File: config.mk
export PLATFORM = sky130hd
export DESIGN_NAME = dataPath
export DESIGN_NICKNAME = d
export VERILOG_FILES = /design/src/dpPkg.sv /design/src/aluCore.sv /design/src/decimalAdjust.sv /design/src/opDecode.sv /design/src/regFile.sv /design/src/statusFlags.sv /design/src/dataPath.sv
export SDC_FILE = /design/constraint.sdc
export NUM_CORES = 1
export LEC_CHECK = 0
export ABC_AREA = 1
export BUFFER_PORTS_ARGS = -buffer_cell sky130_fd_sc_hd__buf_2
export CAP_MARGIN = 40
export CORE_ASPECT_RATIO = 0.7
export CORE_MARGIN = 10
export CORE_UTILIZATION = 47
export CTS_BUF_LIST = sky130_fd_sc_hd__clkbuf_2
export CTS_CLUSTER_SIZE = 25
export DETAILED_ROUTE_END_ITERATION = 10
export PLACE_DENSITY = 0.75
export SLEW_MARGIN = 10
export SYNTH_ARGS = -nofsm -noshare
export SYNTH_HDL_FRONTEND = slang
export SYNTH_SLANG_ARGS = --single-unit
export TNS_END_PERCENT = 5
File: constraint.sdc
create_clock -name rstAll -period 9.1 [get_ports rstAll]
set_input_delay 0.455 -clock rstAll [delete_from_list [all_inputs] [get_ports rstAll]]
set_output_delay 0.455 -clock rstAll [all_outputs]
set_load 0.02 [all_outputs]
File: src/dpPkg.sv
`default_nettype none

package dpPkg;

    // width of every register and operand
    localparam int dataWidth = 8;

    // operations accepted on the opCode port
    typedef enum logic [4:0] {
        opAdc,
        opSbc,
        opAnd,
        opEor,
        opOra,
        opLsr,
        opRor,
        opLda,
        opLdx,
        opLdy,
        opTax,
        opTay,
        opTxa,
        opTya,
        opSec,
        opClc,
        opSed,
        opCld,
        opSei,
        opCli
    } opCodeT;

    // ALU function select
    typedef enum logic [2:0] {
        aluSum,
        aluAnd,
        aluEor,
        aluOra,
        aluShr,
        aluPassB
    } aluFuncT;

    // register write-back source
    typedef enum logic [1:0] {
        wbAlu,
        wbAcc,
        wbX,
        wbY
    } wbSelT;

    // bit positions of NV-BDIZC in the status byte
    localparam int flagN = 7;
    localparam int flagV = 6;
    localparam int flagB = 4;
    localparam int flagD = 3;
    localparam int flagI = 2;
    localparam int flagZ = 1;
    localparam int flagC = 0;

    // bit 5 reads as one and everything else is clear
    localparam logic [dataWidth-1:0] statusReset = 8'h20;

endpackage

`default_nettype wire

File: src/aluCore.sv
`timescale 1ns/10ps
`default_nettype none

module aluCore import dpPkg::*; (
    input  wire logic [dataWidth-1:0] aIn,
    input  wire logic [dataWidth-1:0] bIn,
    input  wire aluFuncT              aluFunc,
    input  wire logic                 invertB,
    input  wire logic                 carryIn,
    output logic [dataWidth-1:0]      aluOut,
    output logic                      acr,
    output logic                      avr,
    output logic                      hc
);

    logic [dataWidth-1:0] bEff;
    logic [4:0]           loSum;
    logic [4:0]           hiSum;
    logic [dataWidth-1:0] sumOut;

    // subtract is add with the operand inverted
    assign bEff = invertB ? ~bIn : bIn;

    // two nibble steps so the half carry falls out
    assign loSum  = {1'b0, aIn[3:0]} + {1'b0, bEff[3:0]} + {4'b0000, carryIn};
    assign hiSum  = {1'b0, aIn[7:4]} + {1'b0, bEff[7:4]} + {4'b0000, loSum[4]};
    assign sumOut = {hiSum[3:0], loSum[3:0]};

    always_comb begin
        aluOut = bIn;
        acr    = 1'b0;
        avr    = 1'b0;
        hc     = 1'b0;
        case (aluFunc)
            aluSum: begin
                aluOut = sumOut;
                acr    = hiSum[4];
                hc     = loSum[4];
                // same sign in, different sign out
                avr    = (aIn[dataWidth-1] == bEff[dataWidth-1]) &&
                         (sumOut[dataWidth-1] != aIn[dataWidth-1]);
            end
            aluAnd: aluOut = aIn & bIn;
            aluEor: aluOut = aIn ^ bIn;
            aluOra: aluOut = aIn | bIn;
            aluShr: begin
                aluOut = {carryIn, aIn[dataWidth-1:1]};
                acr    = aIn[0];
            end
            // loads just forward the operand
            aluPassB: aluOut = bIn;
            default: aluOut = bIn;
        endcase
    end

endmodule

`default_nettype wire

File: src/decimalAdjust.sv
`timescale 1ns/10ps
`default_nettype none

module decimalAdjust import dpPkg::*; (
    input  wire logic [dataWidth-1:0] sumIn,
    input  wire logic                 acr,
    input  wire logic                 hc,
    input  wire logic                 daa,
    input  wire logic                 dsa,
    output logic [dataWidth-1:0]      adjOut,
    output logic                      carryOut
);

    always_comb begin
        adjOut   = sumIn;
        carryOut = acr;
        if (daa) begin
            // low digit overflowed past 9
            if (sumIn[3:0] > 4'd9 || hc) begin
                adjOut = adjOut + 8'h06;
            end
            // high digit out of range gives a BCD carry out
            if (acr || sumIn > 8'h99) begin
                adjOut   = adjOut + 8'h60;
                carryOut = 1'b1;
            end
        end else if (dsa) begin
            // a clear carry here means a borrow from that digit
            if (!hc) begin
                adjOut = adjOut - 8'h06;
            end
            if (!acr) begin
                adjOut = adjOut - 8'h60;
            end
        end
    end

endmodule

`default_nettype wire

File: src/opDecode.sv
`timescale 1ns/10ps
`default_nettype none

module opDecode import dpPkg::*; #(
    parameter bit decimalEnable = 1'b1
) (
    input  wire logic    opValid,
    input  wire opCodeT  opCode,
    input  wire logic    decMode,
    input  wire logic    carryFlag,
    output aluFuncT      aluFunc,
    output logic         invertB,
    output logic         carryIn,
    output logic         daa,
    output logic         dsa,
    output logic         loadAcc,
    output logic         loadX,
    output logic         loadY,
    output wbSelT        srcSel,
    output logic         flagsNz,
    output logic         flagsCv,
    output logic         setC,
    output logic         clrC,
    output logic         setD,
    output logic         clrD,
    output logic         setI,
    output logic         clrI
);

    logic decOn;

    // decimal arithmetic only when D is set and the build allows it
    assign decOn = decMode & decimalEnable;

    always_comb begin
        aluFunc = aluPassB;
        invertB = 1'b0;
        carryIn = 1'b0;
        daa     = 1'b0;
        dsa     = 1'b0;
        loadAcc = 1'b0;
        loadX   = 1'b0;
        loadY   = 1'b0;
        srcSel  = wbAlu;
        flagsNz = 1'b0;
        flagsCv = 1'b0;
        setC    = 1'b0;
        clrC    = 1'b0;
        setD    = 1'b0;
        clrD    = 1'b0;
        setI    = 1'b0;
        clrI    = 1'b0;
        if (opValid) begin
            case (opCode)
                opAdc, opSbc: begin
                    aluFunc = aluSum;
                    carryIn = carryFlag;
                    invertB = (opCode == opSbc);
                    daa     = decOn & (opCode == opAdc);
                    dsa     = decOn & (opCode == opSbc);
                    loadAcc = 1'b1;
                    flagsNz = 1'b1;
                    flagsCv = 1'b1;
                end
                opAnd, opEor, opOra: begin
                    aluFunc = (opCode == opAnd) ? aluAnd :
                              (opCode == opEor) ? aluEor : aluOra;
                    loadAcc = 1'b1;
                    flagsNz = 1'b1;
                end
                opLsr, opRor: begin
                    aluFunc = aluShr;
                    // LSR shifts in zero, ROR the old carry
                    carryIn = (opCode == opRor) & carryFlag;
                    loadAcc = 1'b1;
                    flagsNz = 1'b1;
                    // both C strobes together load C with the shifted-out bit
                    setC    = 1'b1;
                    clrC    = 1'b1;
                end
                opLda, opLdx, opLdy: begin
                    aluFunc = aluPassB;
                    loadAcc = (opCode == opLda);
                    loadX   = (opCode == opLdx);
                    loadY   = (opCode == opLdy);
                    flagsNz = 1'b1;
                end
                opTax, opTay: begin
                    srcSel  = wbAcc;
                    loadX   = (opCode == opTax);
                    loadY   = (opCode == opTay);
                    flagsNz = 1'b1;
                end
                opTxa, opTya: begin
                    srcSel  = (opCode == opTxa) ? wbX : wbY;
                    loadAcc = 1'b1;
                    flagsNz = 1'b1;
                end
                opSec: setC = 1'b1;
                opClc: clrC = 1'b1;
                opSed: setD = 1'b1;
                opCld: clrD = 1'b1;
                opSei: setI = 1'b1;
                opCli: clrI = 1'b1;
                default: ;
            endcase
        end
    end

endmodule

`default_nettype wire

File: src/regFile.sv
`timescale 1ns/10ps
`default_nettype none

module regFile import dpPkg::*; (
    input  wire logic                 rstAll,
    input  wire logic                 rstN,
    input  wire logic [dataWidth-1:0] resultIn,
    input  wire logic                 loadAcc,
    input  wire logic                 loadX,
    input  wire logic                 loadY,
    input  wire wbSelT                srcSel,
    output logic [dataWidth-1:0]      acc,
    output logic [dataWidth-1:0]      xReg,
    output logic [dataWidth-1:0]      yReg,
    output logic [dataWidth-1:0]      nzValue
);

    logic [dataWidth-1:0] writeVal;

    // ALU result for arithmetic and loads, another register for transfers
    always_comb begin
        case (srcSel)
            wbAlu:   writeVal = resultIn;
            wbAcc:   writeVal = acc;
            wbX:     writeVal = xReg;
            wbY:     writeVal = yReg;
            default: writeVal = resultIn;
        endcase
    end

    // flags see the value about to be written
    assign nzValue = writeVal;

    always_ff @(posedge rstAll or negedge rstN) begin
        if (!rstN) begin
            acc <= '0;
        end else if (loadAcc) begin
            acc <= writeVal;
        end
    end

    always_ff @(posedge rstAll or negedge rstN) begin
        if (!rstN) begin
            xReg <= '0;
        end else if (loadX) begin
            xReg <= writeVal;
        end
    end

    always_ff @(posedge rstAll or negedge rstN) begin
        if (!rstN) begin
            yReg <= '0;
        end else if (loadY) begin
            yReg <= writeVal;
        end
    end

endmodule

`default_nettype wire

File: src/statusFlags.sv
`timescale 1ns/10ps
`default_nettype none

module statusFlags import dpPkg::*; (
    input  wire logic                 rstAll,
    input  wire logic                 rstN,
    input  wire logic [dataWidth-1:0] nzValue,
    input  wire logic                 carryIn,
    input  wire logic                 avr,
    input  wire logic                 flagsNz,
    input  wire logic                 flagsCv,
    input  wire logic                 setC,
    input  wire logic                 clrC,
    input  wire logic                 setD,
    input  wire logic                 clrD,
    input  wire logic                 setI,
    input  wire logic                 clrI,
    output logic [dataWidth-1:0]      status
);

    logic nFlag;
    logic vFlag;
    logic dFlag;
    logic iFlag;
    logic zFlag;
    logic cFlag;

    always_ff @(posedge rstAll or negedge rstN) begin
        if (!rstN) begin
            nFlag <= statusReset[flagN];
            vFlag <= statusReset[flagV];
            dFlag <= statusReset[flagD];
            iFlag <= statusReset[flagI];
            zFlag <= statusReset[flagZ];
            cFlag <= statusReset[flagC];
        end else begin
            if (flagsNz) begin
                nFlag <= nzValue[dataWidth-1];
                zFlag <= (nzValue == '0);
            end
            // arithmetic updates C and V together
            if (flagsCv) begin
                cFlag <= carryIn;
                vFlag <= avr;
            end else if (setC && clrC) begin
                // a shift loads C alone
                cFlag <= carryIn;
            end else if (setC) begin
                cFlag <= 1'b1;
            end else if (clrC) begin
                cFlag <= 1'b0;
            end
            if (setD) begin
                dFlag <= 1'b1;
            end else if (clrD) begin
                dFlag <= 1'b0;
            end
            if (setI) begin
                iFlag <= 1'b1;
            end else if (clrI) begin
                iFlag <= 1'b0;
            end
        end
    end

    // bit 5 stays high and B stays low
    always_comb begin
        status        = statusReset;
        status[flagN] = nFlag;
        status[flagV] = vFlag;
        status[flagB] = 1'b0;
        status[flagD] = dFlag;
        status[flagI] = iFlag;
        status[flagZ] = zFlag;
        status[flagC] = cFlag;
    end

endmodule

`default_nettype wire

File: src/dataPath.sv
`timescale 1ns/10ps
`default_nettype none

module dataPath import dpPkg::*; #(
    parameter bit decimalEnable = 1'b1
) (
    input  wire logic                 rstAll,
    input  wire logic                 rstN,
    input  wire logic                 opValid,
    input  wire opCodeT               opCode,
    input  wire logic [dataWidth-1:0] operand,
    output logic [dataWidth-1:0]      acc,
    output logic [dataWidth-1:0]      xReg,
    output logic [dataWidth-1:0]      yReg,
    output logic [dataWidth-1:0]      status
);

    aluFuncT              aluFunc;
    wbSelT                srcSel;
    logic                 invertB;
    logic                 carryIn;
    logic                 daa;
    logic                 dsa;
    logic                 loadAcc;
    logic                 loadX;
    logic                 loadY;
    logic                 flagsNz;
    logic                 flagsCv;
    logic                 setC;
    logic                 clrC;
    logic                 setD;
    logic                 clrD;
    logic                 setI;
    logic                 clrI;
    logic [dataWidth-1:0] aluOut;
    logic                 acr;
    logic                 avr;
    logic                 hc;
    logic [dataWidth-1:0] adjOut;
    logic                 carryOut;
    logic [dataWidth-1:0] nzValue;

    opDecode #(
        .decimalEnable(decimalEnable)
    ) u_opDecode (
        .opValid  (opValid),
        .opCode   (opCode),
        .decMode  (status[flagD]),
        .carryFlag(status[flagC]),
        .aluFunc  (aluFunc),
        .invertB  (invertB),
        .carryIn  (carryIn),
        .daa      (daa),
        .dsa      (dsa),
        .loadAcc  (loadAcc),
        .loadX    (loadX),
        .loadY    (loadY),
        .srcSel   (srcSel),
        .flagsNz  (flagsNz),
        .flagsCv  (flagsCv),
        .setC     (setC),
        .clrC     (clrC),
        .setD     (setD),
        .clrD     (clrD),
        .setI     (setI),
        .clrI     (clrI)
    );

    aluCore u_aluCore (
        .aIn    (acc),
        .bIn    (operand),
        .aluFunc(aluFunc),
        .invertB(invertB),
        .carryIn(carryIn),
        .aluOut (aluOut),
        .acr    (acr),
        .avr    (avr),
        .hc     (hc)
    );

    decimalAdjust u_decimalAdjust (
        .sumIn   (aluOut),
        .acr     (acr),
        .hc      (hc),
        .daa     (daa),
        .dsa     (dsa),
        .adjOut  (adjOut),
        .carryOut(carryOut)
    );

    regFile u_regFile (
        .rstAll  (rstAll),
        .rstN    (rstN),
        .resultIn(adjOut),
        .loadAcc (loadAcc),
        .loadX   (loadX),
        .loadY   (loadY),
        .srcSel  (srcSel),
        .acc     (acc),
        .xReg    (xReg),
        .yReg    (yReg),
        .nzValue (nzValue)
    );

    statusFlags u_statusFlags (
        .rstAll (rstAll),
        .rstN   (rstN),
        .nzValue(nzValue),
        .carryIn(carryOut),
        .avr    (avr),
        .flagsNz(flagsNz),
        .flagsCv(flagsCv),
        .setC   (setC),
        .clrC   (clrC),
        .setD   (setD),
        .clrD   (clrD),
        .setI   (setI),
        .clrI   (clrI),
        .status (status)
    );

endmodule

`default_nettype wire

Yosys cells after proc, flatten, opt, wreduce, memory -nomap -nowiden
Cells that the tools add are included.
Storage, ports and cells
  word-level logic and storage cells: 137
  output and inout port bits: 32
  register bits: 30
  input bits: 16
Cells by class
  reduce and logical (&&, ||, !) cells: 21
  $add $sub $neg: 8
  $lt $le $gt $ge: 2
  equality and inequality tests: 28
  mux-type cells: 62
  bitwise logic cells: 7
Operators by type and width (count)
  $mux W8: 10
  $eq A5 B4 Y1 const B: 8
  $mux W1: 40
  $pmux W8 S5: 1
  $pmux W8 S4: 1
  $eq A5 B3 Y1 const B: 4
  $eq A5 B5 Y1 const B: 4
  $reduce_or A14 Y1: 1
  $reduce_or A3 Y1: 4
  $add A4 B4 Y5: 2
  $add A5 B1 Y5: 2
  $eq A5 B2 Y1 const B: 2
  $pmux W1 S2: 5
  $pmux W3 S3: 1
  $reduce_or A9 Y1: 1
  $add A8 B3 Y8 const B: 1
  $add A8 B7 Y8 const B: 1
  $and A8 B8 Y8: 1
  $gt A8 B8 Y1 const B: 1
  $logic_not A8 Y1: 1
  $not A8 Y8: 1
  $or A8 B8 Y8: 1
  $reduce_or A2 Y1: 4
  $sub A8 B3 Y8 const B: 1
  other kinds (22): 30

Logic depth before layout (Yosys ltp)
Gate-level depths: netlist (run 1).
  depth after elaboration: 19
  depth in mapped cells: 39
  mapped depth without buffers: 39

By module
From an unflattened synthesis (run 1), not the netlist that was laid out.
Second synthesis, totals
  cell total of the unflattened synthesis: 570
  area total of the unflattened synthesis: 3587.2 µm²
By module, submodules not included
  regFile: times used 1, sequential area each 600.6 µm², area an instance 1233.7 µm², cells an instance 158
  aluCore: times used 1, sequential area each 0.0 µm², area an instance 1067.3 µm², cells an instance 179
  decimalAdjust: times used 1, sequential area each 0.0 µm², area an instance 543.0 µm², cells an instance 112
  opDecode: times used 1, sequential area each 0.0 µm², area an instance 414.1 µm², cells an instance 82
  statusFlags: times used 1, sequential area each 150.1 µm², area an instance 329.1 µm², cells an instance 39

Worst setup path after synthesis (run 1)
No wires, ideal clock.
  path kind: input to register
  from: input opCode[3]
  to: register u_statusFlags.zFlag
  path slack: 3.857 ns
  buffers on the path: 0
  arrival: 5.165 ns
  setup time: 0.078 ns
  stages on the path: 38
  data required time: 9.022 ns
  cells stage by stage: nor2_1 > nand2_1 > nor2_1 > inv_1 > nor2_4 > xor2_1 > inv_1 > fa_1 > fa_1 > nand2_1 > inv_1 > o21ai_0 > and2_1 > inv_1 > fa_1 > fa_1 > nand2_1 > o21ai_0 > [... 2 more ...] > nand2_2 > nand3_1 > nand2_1 > nand2_1 > ha_1 > nor2_1 > inv_1 > nand3_1 > nand2_1 > nand2_1 > nand2_1 > nand3_1 > nand2_1 > inv_1 > nand2_1 > nand2_2 > nand2_1 > o21bai_1
Between the ends
  word-level cells in the longest chain between the ends: 19
  elaborated cells on any way between the ends: 76
  classes of those cells: 8 x add/sub; 2 x order compare; 20 x eq/ne; 31 x mux; 3 x bitwise; 12 x reduce/logical
Ends and longest elaborated chain
  from (decl): RTL line dataPath.sv:10  | input wire opCodeT opCode,
  $eq A5 B1 Y1 or $logic_not A5 Y1 (tied branches)
  $reduce_or A2 Y1: RTL line opDecode.sv:54  | case (opCode)
  $mux W1: RTL line opDecode.sv:54
  $mux W1: RTL line opDecode.sv:53  | if (opValid) begin
  $mux W8: RTL line aluCore.sv:22  | assign bEff = invertB ? ~bIn : bIn;
  $add A4 B4 Y5: RTL line aluCore.sv:25  | assign loSum = {1'b0, aIn[3:0]} + {1'b0, bEff[3:0]} + {4'b0000, carryIn};
  $add A5 B1 Y5: RTL line aluCore.sv:25
  $add A5 B1 Y5: RTL line aluCore.sv:26  | assign hiSum = {1'b0, aIn[7:4]} + {1'b0, bEff[7:4]} + {4'b0000, loSum[4]};
  [... 3 more ...]
  $mux W8: RTL line decimalAdjust.sv:27  | end else if (dsa) begin
  $mux W8: RTL line decimalAdjust.sv:17  | if (daa) begin
  $sub A8 B7 Y8: RTL line decimalAdjust.sv:33  | adjOut = adjOut - 8'h60;
  $mux W8: RTL line decimalAdjust.sv:32  | if (!acr) begin
  $mux W8: RTL line decimalAdjust.sv:27
  $mux W8: RTL line decimalAdjust.sv:17
  $pmux W8 S4: RTL line regFile.sv:22  | case (srcSel)
  $logic_not A8 Y1: RTL line statusFlags.sv:39  | zFlag <= (nzValue == '0);
  to (signal assigned): RTL line statusFlags.sv:34  | zFlag <= statusReset[flagZ];
  to (signal assigned): RTL line statusFlags.sv:39
  to (decl): RTL line statusFlags.sv:25  | logic zFlag;
Parallel ways exist; a longest one is shown, timed or not. The select of a mux whose other input is x is not followed.
A chain may end at the register's enable or synchronous reset.

Worst setup path after layout (run 1)
  from: input opValid
  to: register u_statusFlags.zFlag
Between the ends
  word-level cells in the longest chain between the ends: 16
  elaborated cells on any way between the ends: 43
  classes of those cells: 8 x add/sub; 2 x order compare; 7 x eq/ne; 21 x mux; 5 x reduce/logical
Ends and longest elaborated chain
  from (decl): RTL line dataPath.sv:9  | input wire logic opValid,
  $mux W1: RTL line opDecode.sv:53
  $mux W8: RTL line aluCore.sv:22
  $add A4 B4 Y5: RTL line aluCore.sv:25
  $add A5 B1 Y5: RTL line aluCore.sv:25
  $add A5 B1 Y5: RTL line aluCore.sv:26
  $pmux W8 S5: RTL line aluCore.sv:34  | case (aluFunc)
  $sub A8 B3 Y8: RTL line decimalAdjust.sv:30  | adjOut = adjOut - 8'h06;
  $mux W8: RTL line decimalAdjust.sv:29  | if (!hc) begin
  $mux W8: RTL line decimalAdjust.sv:27
  $mux W8: RTL line decimalAdjust.sv:17
  $sub A8 B7 Y8: RTL line decimalAdjust.sv:33
  $mux W8: RTL line decimalAdjust.sv:32
  $mux W8: RTL line decimalAdjust.sv:27
  $mux W8: RTL line decimalAdjust.sv:17
  $pmux W8 S4: RTL line regFile.sv:22
  $logic_not A8 Y1: RTL line statusFlags.sv:39
Parallel ways exist; a longest one is shown, timed or not. The select of a mux whose other input is x is not followed.

==> results of run 1 <==
[metrics by stage]
stage                     instances  util (%)
after global routing            671      53.6
after floorplan                 538         -
final                           671      53.6
after detailed placement        663      53.0
after global placement          663      53.0
after CTS                       671      53.6
[worst max-delay path, delay by kind of cell]
family	cells	cell delay, ps
AND/OR/NAND/NOR	19	2710
buffers and inverters	8	1160
AO/OA/AOI/OAI	3	360
adder cells (fa/ha/maj)	5	1760
XOR/XNOR	1	180
[power by group]
part / internal [mW] / switching (mW)
combinational: 0.0964 / 0.200
clock: 0.0189 / 0.0472
sequential: 0.165 / 0.0462
total: 0.281 / 0.293
[logic make-up (layout without fill, tap and decap cells)]
family / after synthesis / in the layout / synth area share [%]
buf+inv: 93 / 132 / 11.3
flops: 30 / 30 / 22.0
fa+ha+maj: 30 / 30 / 11.9
compound gates: 78 / 78 / 12.7
simple gates: 295 / 295 / 39.3
other cells: 2 / 2 / 0.220
xor+xnor: 10 / 10 / 2.57
[cells in the mapped netlist (2+ instances only)]
| master | count |
|---|---|
| o211ai_1 | 2 |
| nor3_1 | 3 |
| fa_1 | 4 |
| ha_1 | 26 |
| buf_1 | 2 |
| dfrtp_1 | 30 |
| nand3b_1 | 4 |
| clkbuf_1 | 2 |
| nand2_2 | 13 |
| o21ai_0 | 43 |
| nand4_1 | 5 |
| inv_2 | 4 |
| buf_4 | 9 |
| nand3_1 | 60 |
| conb_1 | 2 |
| a31oi_1 | 2 |
| nor2_4 | 3 |
| o2111ai_1 | 5 |
| nand2_1 | 140 |
| nor2_1 | 50 |
| xor2_1 | 10 |
| o21ai_1 | 5 |
| clkinv_1 | 3 |
| a21oi_1 | 16 |
| inv_1 | 72 |
| nor2_2 | 8 |
[layer usage]
layer | vias up | track usage (%)
li1 | 1804 | -
met1 | 1736 | 28.2
met2 | 178 | 26.6
met3 | 6 | 4.02
met4 | 0 | 2.18
met5 | - | 0
[cell type report]
type	count	area, µm²	share of cell area, %
clock buffers	6	30.0	0.811
clock inverters	2	8.76	0.237
inverters	79	297	8.01
multi-input cells	415	2270	61.4
flip-flops and latches	30	751	20.3
well taps	94	118	3.18
repair buffers	45	225	6.08
[sequential cells by signal, indices dropped and copies added (netlist names)]
signal,cells
u_statusFlags.cFlag,1
u_statusFlags.zFlag,1
u_statusFlags.vFlag,1
u_regFile.yReg,8
u_regFile.xReg,8
u_statusFlags.iFlag,1
u_statusFlags.nFlag,1
u_statusFlags.dFlag,1
u_regFile.acc,8
[worst paths after layout]
kind	from	slack, ps	end
max	opValid	2760	u_statusFlags.zFlag
min	rstN	120	u_regFile.acc[3]
max reg2reg	u_statusFlags.cFlag	4220	u_statusFlags.zFlag
min reg2reg	u_statusFlags.iFlag	510	u_statusFlags.iFlag
max in group asynchronous	rstN	8530	u_regFile.acc[6]
min in group rstAll	opCode[1]	430	u_statusFlags.iFlag
==> results.yml, run 1 <==
outcome:
  outcome: "completed"
cts:
  cts_root_buffer: "clkbuf_2"
  cts_sinks: 30
  holdBufCountCts: 0
  post_cts_buffers: 0
  insertion_delay_ps: 360
  cts_buffers: 5
  htreeDepth: 2
  clkTransAtPathRegs_ps: 170
  cts_resized: 0
  cts_tree: "yes"
  clockBufferDepth: 2
finish:
  fin_area_mm2: 0.00370
  final_cell_mix: "140 x nand2_1, 72 x inv_1, 60 x nand3_1"
  syn2layout_area_growth_pct: 8.63
  fin_nets: 622
  antenna_cells: 0
  final_common_cell: "nand2_1"
  fill_cells: 723
  layout-drive-gt1-share_pct: 14.7
yosys:
  yosys_most_used_dff: "dfrtp_1"
  synth-edff-count: 0
  synth-seq-area-share_pct: 22.0
  synth_nets: 584
  netlist_top_cells_area: "dfrtp_1 22%, nand2_1 15%, ha_1 9.5%"
  synth_area_leader_cell: "dfrtp_1"
  synth_top_area_share_pct: 22.0
  synth_area_mm2: 0.00341
  synth-seq-cells: 30
  ys_warn_count: 0
  async_flop_share_pct: 100
  synthCells: 538
  ys_types: 41
  syn_area_per_cell_um2: 6.34
pwr:
  powerDensity_mw_per_mm2: 155
  vdd_ir_drop_max_v: 0.000110
  p_leak_nw: 2.03
  power.total_mw: 0.574
floorplan:
  row_count: 25
  die_x_um: 122
  ioPinCount: 48
  die-area_mm2: 0.0111
  die_y_um: 91.2
  core_area_mm2: 0.00691
  start_util_pct: 49.3
critical_path:
  arrival_ps: 6630
  slowest_delay_ps: 630
  start_kind: "primary input"
  path_class: "in -> reg"
  crit_fanout: 15
  cp-end-kind: "register"
  worstRegToRegCells: 30
  slowest_stage: "nor2_1"
  required_ps: 9390
timing:
  finalSetupTns_ps: 0
  period_share_pct: 69.7
  final-hold-violation-count: 0
  finalSetupViolCount: 0
  max_freq_ghz: 0.158
  slew_headroom_pct: 41.9
  rsz0062_at_grt: "no"
  fin_skew_ps: 18.0
  tightest_slew_ps: 863
  holdWs_ps: 115
  drv_slew: 0
  finalCriticalPeriod_ps: 6340
  layout_setup_ws_ps: 2760
route:
  top_layer: "met4"
  drc: 0
  avgRoutedWirePerCell_um: 16.1
  routed_wl_um: 10800
  drtIter0Drc: 235
  wl_met1_um: 5310
  vias_per_cell: 5.55
  ant_nets: 0
  dr.pass1.iters: 5
  route.met3.wl_um: 1070
  wl_met2_um: 4380
  vias: 3724
global_routing:
  grt-ovfl-total: 0
  grt_usage_pct: 18.6
  grt_pass1_wl_um: 17400
  grt_max_degree: 31
  grt_pass1_vias: 3373
  grt_antenna_before_repair: 0
placed_design:
  place_congestion: 0.980
  hpwl_um: 8870
  dp_slack_ps: 2460
  placed_area_mm2: 0.00366
  numPortBuffers: 45
flow_run:
  drv_cap: 0
worst_hold_path:
  hold_class: "in -> async"
No activity file was read; power rests on OpenSTA's default activity.
==> inputs of run 2 (changes only) <==
- clock period: 9.1 -> 6.25 ns (I/O delays scaled with it)
==> results.yml, run 2 (synthesized netlist as in run 1, its figures left out) <==
timing:
  drv_slew: 0
  holdWs_ps: 241
  fin_skew_ps: 10.7
  rsz0062_at_grt: "no"
  slew_headroom_pct: 43.0
  tightest_slew_ps: 846
  finalCriticalPeriod_ps: 5520
  finalSetupViolCount: 0
  finalSetupTns_ps: 0
  period_share_pct: 88.4
  max_freq_ghz: 0.181
  final-hold-violation-count: 0
global_routing:
  grt_usage_pct: 19.1
  grt_max_degree: 31
  grt_pass1_vias: 3587
  grt_pass1_wl_um: 17800
  grt_antenna_before_repair: 0
  grt-ovfl-total: 0
finish:
  syn2layout_area_growth_pct: 10.2
  layout-drive-gt1-share_pct: 15.2
  fin_cells: 674
  final_util_pct: 54.3
  antenna_cells: 0
  largestRegisters: "u_regFile.acc: 8 flops, u_regFile.xReg: 8 flops, u_regFile.yReg: 8 flops"
  fin_nets: 625
  final_common_cell: "nand2_1"
  final_cell_mix: "140 x nand2_1, 72 x inv_1, 60 x nand3_1"
floorplan:
  row_count: 25
  die_x_um: 122
  die-area_mm2: 0.0111
  start_util_pct: 49.3
  die_y_um: 91.2
  ioPinCount: 48
  core_area_mm2: 0.00691
placed_design:
  dp.cells: 665
  hpwl_um: 8650
  numPortBuffers: 45
  place_congestion: 0.940
critical_path:
  setup.worst_path.start: "opValid"
  worstRegToRegCells: 30
  crit_cells: 36
  reg2reg_from: "u_statusFlags.cFlag"
  regToRegSetupSlack_ps: 1310
  cp_num_buf_inv: 8
  start_kind: "primary input"
  arrival_ps: 5830
  critical_path.endpoint: "u_statusFlags.zFlag"
  path_class: "in -> reg"
  slowest_delay_ps: 430
  cp-end-kind: "register"
  cpLargestDelayFamily: "simple AND/OR/NAND/NOR gates"
  crit_fanout: 15
  slowest_stage: "fa_1"
  required_ps: 6560
  r2r_end: "u_statusFlags.zFlag"
pwr:
  vdd_ir_drop_max_v: 0.000172
  p_leak_nw: 2.05
  powerDensity_mw_per_mm2: 235
  power.total_mw: 0.883
route:
  drc: 0
  dr.pass1.iters: 5
  ant_nets: 0
  routed_wl_um: 10800
  vias: 3671
  vias_per_cell: 5.45
  drtIter0Drc: 281
  avgRoutedWirePerCell_um: 16.0
outcome:
  outcome: "completed"
cts:
  htreeDepth: 2
  cts_root_buffer: "clkbuf_2"
  clockBufferDepth: 2
  insertion_delay_ps: 380
  clkTransAtPathRegs_ps: 170
  cts_buffers: 5
  cts_resized: 0
  cts_sinks: 30
  cts_tree: "yes"
flow_run:
  drv_cap: 0
worst_hold_path:
  hold_class: "in -> reg"
run 2: cell count changes in the layout (fill, tap and decap cells not counted), sizes merged:
cell,change
buf,+2
dlygate4sd3,+1
bufinv,+1
clkinv,-2
clkinvlp,+1
run 2: report_power, final:
| part | switching, mW | leakage, nW | internal [mW] |
|---|---|---|---|
| Clock | 0.0739 | 0.0392 | 0.0693 |
| Sequential | 0.0671 | 0.379 | 0.241 |
| Combinational | 0.291 | 1.63 | 0.141 |
| Total | 0.432 | 2.05 | 0.450 |
run 2: worst min path at each step:
stage / start / to / slack (ps) / cells after the start
CTS: opCode[1] / u_statusFlags.iFlag / 230 / 3
detailed placement: rstN / u_statusFlags.nFlag / 390 / 1
floorplan: rstN / u_regFile.acc[0] / 20 / 0
global placement: rstN / u_regFile.yReg[6] / 380 / 1
finish: opCode[1] / u_statusFlags.iFlag / 240 / 3
global route: opCode[1] / u_statusFlags.iFlag / 260 / 3
run 2: stage by stage:
step / cell area (µm²) / setup slack (ps)
final: 3760 / 728
after detailed placement: 3680 / 426
after global placement: 3680 / 691
after global routing: 3760 / 181
after floorplan: 3410 / 1150
after CTS: 3760 / 835
run 2: worst reg2reg max path: cells and delay by family (launching register included):
family | cells | cell delay [ps]
buf+inv | 4 | 260
simple gates | 18 | 2030
flops | 1 | 440
compound gates | 3 | 360
fa+ha+maj | 5 | 1800
run 2: area by class of cell:
type                       instances  area (µm²)
clock buffer                       6        30.0
clock inverter                     2        37.5
fill                             691        3160
inverter                          79         297
multi-input combinational        415        2270
sequential                        30         751
tap                               94         118
timing repair buffer              48         250
run 2: layer usage:
layer,global-route usage [%],vias to the layer above,share of wire (%)
met5,0,-,0
met4,3.96,0,1.0
met3,4.02,16,9.2
met2,28.8,179,42
met1,27.1,1662,48
li1,-,1814,-
run 2: timing repair:
item / CTS / global route
hold buffers: 1 / 0
hold endpoints to repair: 30 / 0
buffers inserted: 0 / 0
